File: config.mk
export PLATFORM = sky130hd
export DESIGN_NAME = direction_predictor
export DESIGN_NICKNAME = d
export VERILOG_FILES = /design/src/bp_pkg.sv /design/src/direction_predictor.sv
export SDC_FILE = /design/constraint.sdc
export NUM_CORES = 1
export LEC_CHECK = 0
export ABC_AREA = 1
export BUFFER_PORTS_ARGS = -buffer_cell sky130_fd_sc_hd__buf_2
export CORE_AREA = 2 2 262 264
export DETAILED_ROUTE_END_ITERATION = 10
export DIE_AREA = 0 0 264 266
export GPL_ROUTABILITY_DRIVEN = 0
export HOLD_SLACK_MARGIN = 0.06
export PLACE_DENSITY_LB_ADDON = 0.1
export SYNTH_ARGS = -nofsm -noshare
export SYNTH_HDL_FRONTEND = slang
export SYNTH_SLANG_ARGS = --single-unit
File: constraint.sdc
create_clock -name clk -period 3.2 [get_ports clk]
set_input_delay 0.16 -clock clk [delete_from_list [all_inputs] [get_ports clk]]
set_output_delay 0.16 -clock clk [all_outputs]
set_load 0.005 [all_outputs]
File: src/bp_pkg.sv
`default_nettype none

package bp_pkg;

    localparam int addr_width = 30;
    localparam int idx_width = 6;
    localparam int hist_width = 8;
    localparam int ras_depth = 8;
    localparam int ras_ptr_width = $clog2(ras_depth);
    localparam int table_depth = 2 ** idx_width;

    // two-bit counter reset value
    localparam logic [1:0] ctr_weak_nt = 2'b01;

    typedef logic [addr_width-1:0] addr_t;
    typedef logic [idx_width-1:0] idx_t;
    typedef logic [hist_width-1:0] hist_t;
    typedef logic [ras_ptr_width-1:0] ras_ptr_t;
    typedef logic [ras_ptr_width:0] ras_cnt_t;

    typedef enum logic [2:0] {
        not_jump,
        direct_jump,
        jump,
        call,
        ret,
        indirect_jump,
        other_jump
    } kind_t;

    typedef struct packed {
        addr_t npc;
        kind_t kind;
        logic taken;
        hist_t bh;
        hist_t gh;
        logic choice_dir;
        logic choice_tgt;
    } prediction_t;

    // dir_correct bit 0 local, bit 1 global; tgt_correct bit 0 btb, bit 1 ras
    typedef struct packed {
        addr_t pc;
        addr_t npc;
        addr_t ret_pc;
        kind_t kind;
        logic taken;
        hist_t bh;
        hist_t gh;
        logic choice_dir_pdc;
        logic choice_tgt_pdc;
        logic [1:0] dir_correct;
        logic [1:0] tgt_correct;
        logic mis_taken;
        logic mis_kind;
        logic mis_npc;
    } resolve_t;

    function automatic idx_t hash_pc(addr_t a);
        return a[idx_width-1:0] ^ a[2*idx_width-1:idx_width];
    endfunction

    function automatic idx_t hash_pc_hist(idx_t idx, hist_t h);
        return idx ^ h[idx_width-1:0];
    endfunction

    function automatic logic is_cond(kind_t k);
        return (k == direct_jump) || (k == other_jump);
    endfunction

    // saturating two-bit step
    function automatic logic [1:0] ctr_step(logic [1:0] ctr, logic up);
        if (up) begin
            return (ctr == 2'b11) ? ctr : ctr + 2'd1;
        end
        return (ctr == 2'b00) ? ctr : ctr - 2'd1;
    endfunction

endpackage

`default_nettype wire

File: src/direction_predictor.sv
`timescale 1ns/10ps
`default_nettype none

module direction_predictor (
    input  wire logic             clk,
    input  wire logic             rstn,
    input  wire bp_pkg::addr_t    pc,
    input  wire bp_pkg::hist_t    bh,
    input  wire bp_pkg::hist_t    gh,
    input  wire bp_pkg::kind_t    kind,
    output logic                  taken,
    output logic                  choice_dir,
    input  wire logic             update_en,
    input  wire bp_pkg::resolve_t res
);

    logic [1:0] local_ctr [bp_pkg::table_depth];
    logic [1:0] global_ctr [bp_pkg::table_depth];
    logic [1:0] chooser [bp_pkg::table_depth];

    bp_pkg::idx_t pc_idx;
    bp_pkg::idx_t local_idx;
    bp_pkg::idx_t global_idx;
    bp_pkg::idx_t res_idx;
    bp_pkg::idx_t res_local_idx;
    bp_pkg::idx_t res_global_idx;
    logic         cond_taken;
    logic         train;

    assign pc_idx = bp_pkg::hash_pc(pc);
    assign local_idx = bp_pkg::hash_pc_hist(pc_idx, bh);
    assign global_idx = bp_pkg::hash_pc_hist(pc_idx, gh);

    // chooser msb set selects the global table
    assign choice_dir = chooser[pc_idx][1];
    assign cond_taken = choice_dir ? global_ctr[global_idx][1] : local_ctr[local_idx][1];

    always_comb begin
        case (kind)
            bp_pkg::direct_jump,
            bp_pkg::other_jump:    taken = cond_taken;
            bp_pkg::jump,
            bp_pkg::call,
            bp_pkg::ret,
            bp_pkg::indirect_jump: taken = 1'b1;
            default:               taken = 1'b0;
        endcase
    end

    // training side indexed with the histories used at prediction time
    assign res_idx = bp_pkg::hash_pc(res.pc);
    assign res_local_idx = bp_pkg::hash_pc_hist(res_idx, res.bh);
    assign res_global_idx = bp_pkg::hash_pc_hist(res_idx, res.gh);
    assign train = update_en && bp_pkg::is_cond(res.kind);

    always_ff @(posedge clk) begin
        if (!rstn) begin
            for (int i = 0; i < bp_pkg::table_depth; i++) begin
                local_ctr[i] <= bp_pkg::ctr_weak_nt;
                global_ctr[i] <= bp_pkg::ctr_weak_nt;
                chooser[i] <= bp_pkg::ctr_weak_nt;
            end
        end else if (train) begin
            local_ctr[res_local_idx] <= bp_pkg::ctr_step(local_ctr[res_local_idx], res.taken);
            global_ctr[res_global_idx] <=
                bp_pkg::ctr_step(global_ctr[res_global_idx], res.taken);
            // only a disagreement says anything about which table to trust
            if (res.dir_correct == 2'b10) begin
                chooser[res_idx] <= bp_pkg::ctr_step(chooser[res_idx], 1'b1);
            end else if (res.dir_correct == 2'b01) begin
                chooser[res_idx] <= bp_pkg::ctr_step(chooser[res_idx], 1'b0);
            end
        end
    end

endmodule

`default_nettype wire

==> results of run 1 <==
==> critical path, delay by kind of cell <==
family        cells  cell delay [ns]
buf+inv           5             0.79
simple gates     14             1.77
==> cell families after synthesis <==
family	synth area share
AND/OR/NAND/NOR	0.2988
buffers and inverters	0.1034
flip-flops	0.4916
AO/OA/AOI/OAI	0.09954
XOR/XNOR	0.006668
==> metal layers <==
metal | vias to the layer above | GRT usage | wire length, µm
li1 | 9920 | - | -
met1 | 10118 | 0.3119 | 35760
met2 | 796 | 0.3846 | 38110
met3 | 159 | 0.03503 | 5814
met4 | 0 | 0.07601 | 2448
met5 | - | 0 | 0
==> power by group <==
group,internal [mW],switching [mW]
combinational,0.855,2.33
sequential,5.63,0.0513
clock,3.22,2.24
total,9.70,4.62
==> per-stage QoR <==
step | total power, mW | instance area (µm²) | worst slack [ns] | instances | utilization
4_1_cts | 14.42 | 26880 | 0.2437 | 3957 | 0.3967
2_1_floorplan | 7.665 | 23460 | 1.069 | 2987 | -
6_report | 14.32 | 26880 | 0.2630 | 3957 | 0.3967
3_3_place_gp | 8.928 | 25340 | 0.2878 | 3872 | 0.3741
5_1_grt | 14.84 | 26880 | 0.002740 | 3957 | 0.3967
3_5_place_dp | 8.958 | 25340 | 0.2501 | 3872 | 0.3741
==> cell type report <==
| class | instances | area [µm²] |
|---|---|---|
| fillers | 6938 | 40870 |
| flip-flops and latches | 384 | 11530 |
| multi-input cells | 2022 | 9552 |
| repair buffers | 173 | 1615 |
| inverters | 411 | 1543 |
| clock buffers | 56 | 1231 |
| well taps | 882 | 1104 |
| clock inverters | 29 | 301.5 |
==> worst paths after layout <==
path	startpoint	end	slack, ns	depth (start not counted)
setup / recovery	pc[6]	taken	0.26	19
hold / removal	res[25]	global_ctr[35][0]	0.31	4
setup reg to reg	local_ctr[43][1]	local_ctr[23][1]	0.98	14
hold reg to reg	chooser[58][0]	chooser[59][0]	1.08	5
==> registers in the layout, summed over array words and instances, names as in the netlist <==
signal and count:
local_ctr 128, global_ctr 128, chooser 128
==> placed cells by master, fill, tap and decap left out, types with 14 or more instances in the layout <==
| cell | count |
|---|---|
| a21oi_2 | 81 |
| inv_1 | 404 |
| clkbuf_16 | 48 |
| buf_2 | 60 |
| edfxtp_1 | 384 |
| nand2_1 | 830 |
| nor2_1 | 309 |
| nand3b_1 | 34 |
| o22ai_1 | 45 |
| o211ai_1 | 50 |
| buf_4 | 75 |
| buf_12 | 37 |
| a21oi_1 | 136 |
| nand2_2 | 16 |
| o21ai_1 | 20 |
| nand3_1 | 398 |
| o21ai_0 | 29 |
| nand4_1 | 14 |
==> reports/metrics.cfg, run 1 <==
[run_status]
outcome=finished, final reports clean

[global_route]
grt_max_degree=143
grt_pass1_vias=20901
grt_use_total=0.2323
grt_pass1_wl_um=123900
overflow=0
antenna_found_initial=0

[die]
core_area_um2=67750
io_pins=173
die_x_um=264
start_util=0.3462
rows=96
die_area_um2=70220
chipHeight_um=266

[synthesis]
yosys.area.top_type_share=0.4916
synth_cells=2987
synth.avg_cell_area_um2=7.853
synth_top_cell_by_area=edfxtp_1
synth_enable_flop_cells=384
syn-cell-area_um2=23460
synth.distinct_cells=33
yosysSeqAreaShare=0.4916
ys_seq_elements=384
synth.top_cells.by_area=edfxtp_1 49%, nand2_1 13%, nand3_1 8.5%
async_reset_ff_frac=0
synth.most_common_cell=nand2_1
synth_nets=3158
synthTopCellsByCount=833 x nand2_1, 404 x inv_1, 399 x nand3_1
synth_warnings=0
synth-main-ff-cell=edfxtp_1

[worst_setup_path]
cp.arrival_ns=2.78
crit_required_ns=3.04
crit_top_cell=nand2_1
path_class=in2out
cp_slowest_stage_delay_ns=0.43
end_kind=output pin
cp_cell_sequence=buf_2 -> inv_1 -> nand2_1 -> nand2_1 -> buf_12 -> nand2_1 -> nand2_2 -> inv_1 -> nand2_1 -> nand2_1 -> nand2_1 -> nand3_1 -> nand3_1 -> nand3_1 -> nand3_1 -> nand3_1 -> nand3_1 -> nand2_1 -> buf_2
startpoint_type=input pin
cp_slowest_cell=nand2_2
worstPathMaxFanout=23

[sta]
setup_viol=0
relSlewSlack=0.3838
hold_slack_ns=0.3145
finClkSkew_ns=0.02947
worst_slew_pin_slew_ns=0.9242
slew_viol_final=0
rsz0062_at_grt=false
fmax_ghz=0.3405
fin_crit_sh=0.9178
period_needed_ns=2.937
setup_tns_ns=0
finalHoldViolCount=0

[routing]
avgViaCountPerCell=5.305
postRouteAntennaNets=0
vias=20993
dr.pass1.iters=6
drt_iter0_markers=2164
drc=0
wl_um=82140
avgRoutedWirePerCell_um=20.76

[power_and_ir_drop]
p_per_area_nw_per_um2=532.7
ir_worst_vdd_mv=0.3881
leakagePower_nw=10.23

[cells_and_area]
num_antenna_cells=0
area_growth_pct=14.58
drive_gt1_frac=0.1220
num-nets-final=3210

[placed_design]
hpwlAfterDp_um=53730
numPortBuffers=61

[clock_network]
htreeDepth=2
clockBufferDepth=3
clkSlewWorstSetupHoldPaths_ns=0.06
cts_buffers=47
cts_resized=0
insertion_delay_ns=0.61
cts_num_sinks=384
cts_root_buffer=clkbuf_16
cts_tree=built
post-cts-setup-buffers=0
holdBufCountCts=0

[min_path]
hold_path.class=in2reg

[flow_run]
maxCapViolations=0

(Power assumes the default switching activity.)
==> run 2: changes to the inputs <==
--- a/config.mk
+++ b/config.mk
@@ -7,9 +7,9 @@
 export LEC_CHECK = 0
 export ABC_AREA = 1
 export BUFFER_PORTS_ARGS = -buffer_cell sky130_fd_sc_hd__buf_2
-export CORE_AREA = 2 2 262 264
+export CORE_AREA = 2 2 235 295
 export DETAILED_ROUTE_END_ITERATION = 10
-export DIE_AREA = 0 0 264 266
+export DIE_AREA = 0 0 237 297
 export GPL_ROUTABILITY_DRIVEN = 0
 export HOLD_SLACK_MARGIN = 0.06
 export PLACE_DENSITY_LB_ADDON = 0.1
==> run 2 against run 1 <==
Effect of this change:
- first-iteration DRC count decreased by 22%
- combinational power down 1%
- sequential power hardly changed
- die area grew 0.23%
- critical endpoint unchanged
- critical path type unchanged
- via count up 0.31%
- largest power group unchanged
==> reports/metrics.cfg, run 2 (synthesis gave the netlist of run 1 again) <==
[run_status]
outcome=finished, final reports clean

[clock_network]
post-cts-setup-buffers=0
insertion_delay_ns=0.59
cts_root_buffer=clkbuf_16
htreeDepth=2
holdBufCountCts=0
cts_num_sinks=384
cts_resized=0
clockBufferDepth=3
clkSlewWorstSetupHoldPaths_ns=0.06
cts_tree=built
cts_buffers=46

[sta]
fin_crit_sh=0.8769
period_needed_ns=2.806
setup_tns_ns=0
finalHoldViolCount=0
fmax_ghz=0.3564
setup_viol=0
slew_viol_final=0
finClkSkew_ns=0.02132
relSlewSlack=0.3841
rsz0062_at_grt=false
worst_slew_pin_slew_ns=0.9238

[die]
rows=107
die_x_um=237
core_area_um2=67610
io_pins=173
die_area_um2=70390
chipHeight_um=297
start_util=0.3469

[worst_setup_path]
startpoint_type=input pin
worst-path-buf-inv=5
end_kind=output pin
path_class=in2out
cp_slowest_stage_delay_ns=0.32
cp_cell_sequence=buf_2 -> inv_1 -> nand2_1 -> nand2_1 -> nand2_1 -> nand2_2 -> buf_4 -> inv_1 -> nand2_1 -> nand2_1 -> nand2_1 -> nand3_1 -> nand3_1 -> nand3_1 -> nand3_1 -> nand3_1 -> nand3_1 -> nand2_1 -> buf_2
worstPathMaxFanout=28
crit_family=simple AND/OR/NAND/NOR gates
crit_required_ns=3.04
crit_top_cell=nand2_1
cp.arrival_ns=2.65
cp_slowest_cell=buf_4

[global_route]
antenna_found_initial=3
overflow=0
grt_use_total=0.2292
grt_max_degree=159
grt_pass1_vias=20892
grt_pass1_wl_um=123000

[cells_and_area]
mostFrequentLayoutCell=nand2_1
fin_cells=3952
final_cell_area_um2=26660
drive_gt1_frac=0.1228
reg_top3=chooser: 128 flops, global_ctr: 128 flops, local_ctr: 128 flops
area_growth_pct=13.66
final_cell_mix=830 x nand2_1, 404 x inv_1, 398 x nand3_1
n_fill_cell=6888
num-nets-final=3214

[routing]
drc=0
wl_um=81560
drt_iter0_markers=1680
avgRoutedWirePerCell_um=20.64
postRouteAntennaNets=0
dr.pass1.iters=6
avgViaCountPerCell=5.329
vias=21059

[power_and_ir_drop]
p_per_area_nw_per_um2=521.4
ir_worst_vdd_mv=0.3720
leakagePower_nw=10.15

[placed_design]
hpwlAfterDp_um=53120
post-place-cells=3867
numPortBuffers=61
placed_area_um2=25240

[flow_run]
maxCapViolations=0

[min_path]
hold_path.class=in2reg

## run 2: worst paths after layout
path / start / to / slack [ns] / cells after the start
max: pc[6] / taken / 0.39 / 19
min reg2reg: chooser[58][0] / chooser[21][0] / 1.20 / 6
max reg2reg: local_ctr[39][1] / local_ctr[48][1] / 0.97 / 15
min: rstn / local_ctr[37][1] / 0.27 / 3
## run 2: through the flow
stage / total power, mW / setup slack (ns) / utilization / hold slack (ns)
floorplan: 7.665 / 1.069 / - / 0.4325
global placement: 8.886 / 0.2582 / 0.3734 / 0.7450
detailed placement: 8.903 / 0.2184 / 0.3734 / 0.7476
CTS: 13.97 / 0.3420 / 0.3943 / 0.2378
global route: 14.38 / 0.1653 / 0.3943 / 0.2767
finish: 13.90 / 0.3940 / 0.3943 / 0.2675
## run 2: metal layers
layer,track usage,wire length (µm),vias up
li1,-,-,9944
met1,0.2864,32840,10144
met2,0.3937,39740,793
met3,0.03202,5386,176
met4,0.1011,3580,2
met5,0,13,-
## run 2: worst min-delay path, stage by stage
cell	delay, ns
buf_6	0.11
buf_4	0.28
nand2_1	0.17
## run 2: report_power, final
group	leakage, nW	internal, mW	switching [mW]
combinational	6.09	0.828	2.32
clock	0.685	2.86	2.22
sequential	3.37	5.63	0.0500
## run 2: area by class of cell
type / instances / area [µm²] / area share
Sequential cell: 384 / 11530 / 0.4325
Tap cell: 872 / 1091 / 0.04092
Antenna cell: 1 / 2.502 / 0.00009386
Clock buffer: 59 / 1264 / 0.04740
Timing Repair Buffer: 178 / 1528 / 0.05730
Multi-Input combinational cell: 2022 / 9552 / 0.3583
Clock inverter: 25 / 150.1 / 0.005632
Inverter: 411 / 1543 / 0.05787
==> run 3: changes to the inputs <==
--- a/config.mk
+++ b/config.mk
@@ -13,6 +13,7 @@
 export GPL_ROUTABILITY_DRIVEN = 0
 export HOLD_SLACK_MARGIN = 0.06
 export PLACE_DENSITY_LB_ADDON = 0.1
+export RECOVER_POWER = 50
 export SYNTH_ARGS = -nofsm -noshare
 export SYNTH_HDL_FRONTEND = slang
 export SYNTH_SLANG_ARGS = --single-unit
==> run 3 against run 2 <==
Effect of this change:
- non-clock buffer count did not move
- worst setup slack got worse by 0.053 ns
- highest routed layer unchanged
- register-to-register slack barely moved
==> reports/metrics.cfg, run 3 (synthesis gave the netlist of run 1 again) <==
[run_status]
outcome=finished, final reports clean

[clock_network]
holdBufCountCts=0
cts_num_sinks=384
post-cts-setup-buffers=0
clkSlewWorstSetupHoldPaths_ns=0.06
insertion_delay_ns=0.59
htreeDepth=2
clockBufferDepth=3
cts_tree=built
cts_buffers=46
cts_root_buffer=clkbuf_16
cts_resized=0

[routing]
wl_met3_um=5035
wl_met2_um=39460
met1_length_um=33380
postRouteAntennaNets=0
avgViaCountPerCell=5.331
vias=21067
drt_iter0_markers=1628
avgRoutedWirePerCell_um=20.65
dr.pass1.iters=7
wl_um=81610
maxUsedRoutingLayer=met5
drc=0

[die]
start_util=0.3469
chipHeight_um=297
die_x_um=237
io_pins=173
rows=107
die_area_um2=70390
core_area_um2=67610

[placed_design]
post-place-cells=3867
numPortBuffers=61
placed_area_um2=25240
hpwlAfterDp_um=53120

[min_path]
hold_path.class=in2reg

[worst_setup_path]
startpoint_type=input pin
path_class=in2reg
end_kind=register
worstPathMaxFanout=54
cp.arrival_ns=3.16
crit_required_ns=3.50
rrSetupSlack_ns=0.97

[global_route]
grt_pass1_wl_um=123000
antenna_found_initial=3
grt_pass1_vias=20892
grt_max_degree=159
grt_use_total=0.2292
overflow=0

[power_and_ir_drop]
p_clk_frac=0.366
p_int_mw=9.299
ir_worst_vdd_mv=0.3714
p_per_area_nw_per_um2=522.0
leakagePower_nw=10.10
p_total_mw=13.88
power_switching_mw=4.579
switching_share=0.3299
comb_power_share=0.225
seq_power_share=0.409

[cells_and_area]
drive_gt1_frac=0.1169
reg_top3=chooser: 128 flops, global_ctr: 128 flops, local_ctr: 128 flops
final_cell_mix=832 x nand2_1, 405 x inv_1, 398 x nand3_1
final_cell_area_um2=26580
fin_cells=3952
num-nets-final=3214
area_growth_pct=13.34
n_fill_cell=6904
mostFrequentLayoutCell=nand2_1
fin_util=0.3932

[sta]
period_needed_ns=2.860
fmax_ghz=0.3497
finClkSkew_ns=0.02071
slew_viol_final=0
relSlewSlack=0.3154
fin_crit_sh=0.8936
worst_slew_pin_slew_ns=1.027
setup_viol=0
rsz0062_at_grt=false
setup_tns_ns=0
finalHoldViolCount=0

[flow_run]
maxCapViolations=0

-- run 3: final cells by class --
cell class,count,area (µm²),share of cell area
repair buffers,178,1461,0.05497
well taps,872,1091,0.04104
multi-input cells,2022,9542,0.3589
inverters,411,1543,0.05803
clock inverters,25,150.1,0.005648
diodes,1,2.502,0.00009413
flip-flops and latches,384,11530,0.4338
clock buffers,59,1264,0.04754
-- run 3: power by group through the flow --
stage	combinational, mW	clock [mW]	sequential, mW
global placement	3.11	0	5.78
finish	3.13	5.07	5.68
CTS	3.13	5.16	5.68
floorplan	1.91	0	5.76
detailed placement	3.12	0	5.78
global route	3.35	5.32	5.69
-- run 3: metal layers --
layer  global-route usage  vias up
met5                    0        -
met4               0.1011        2
met3              0.03202      192
met2               0.3937      769
met1               0.2864    10166
li1                     -     9938
-- run 3: stage by stage --
step | hold WS, ns | setup WS (ns)
after global routing | 0.2767 | 0.1147
after detailed placement | 0.7476 | 0.2184
after floorplan | 0.4325 | 1.069
final | 0.2657 | 0.3405
after CTS | 0.2378 | 0.3420
after global placement | 0.7450 | 0.2582
-- run 3: worst paths after layout --
check,depth (start not counted),startpoint,end
worst min-delay path,3,rstn,local_ctr[37][1]
worst max register to register,15,local_ctr[39][1],local_ctr[47][1]
worst min register to register,6,chooser[58][0],chooser[17][0]
worst max-delay path,14,res[95],chooser[55][0]
-- run 3: worst max-delay path, cell delays in order --
cell      delay [ns]
buf_2           0.12
inv_1           0.10
nand2_4         0.08
nand2_1         0.34
nand3_1         0.57
clkbuf_1        0.33
o22ai_1         0.17
nand3b_1        0.14
nand2_1         0.07
nand2_1         0.09
nor2_1          0.06
nand3b_1        0.15
clkbuf_4        0.56
nand3_1         0.16
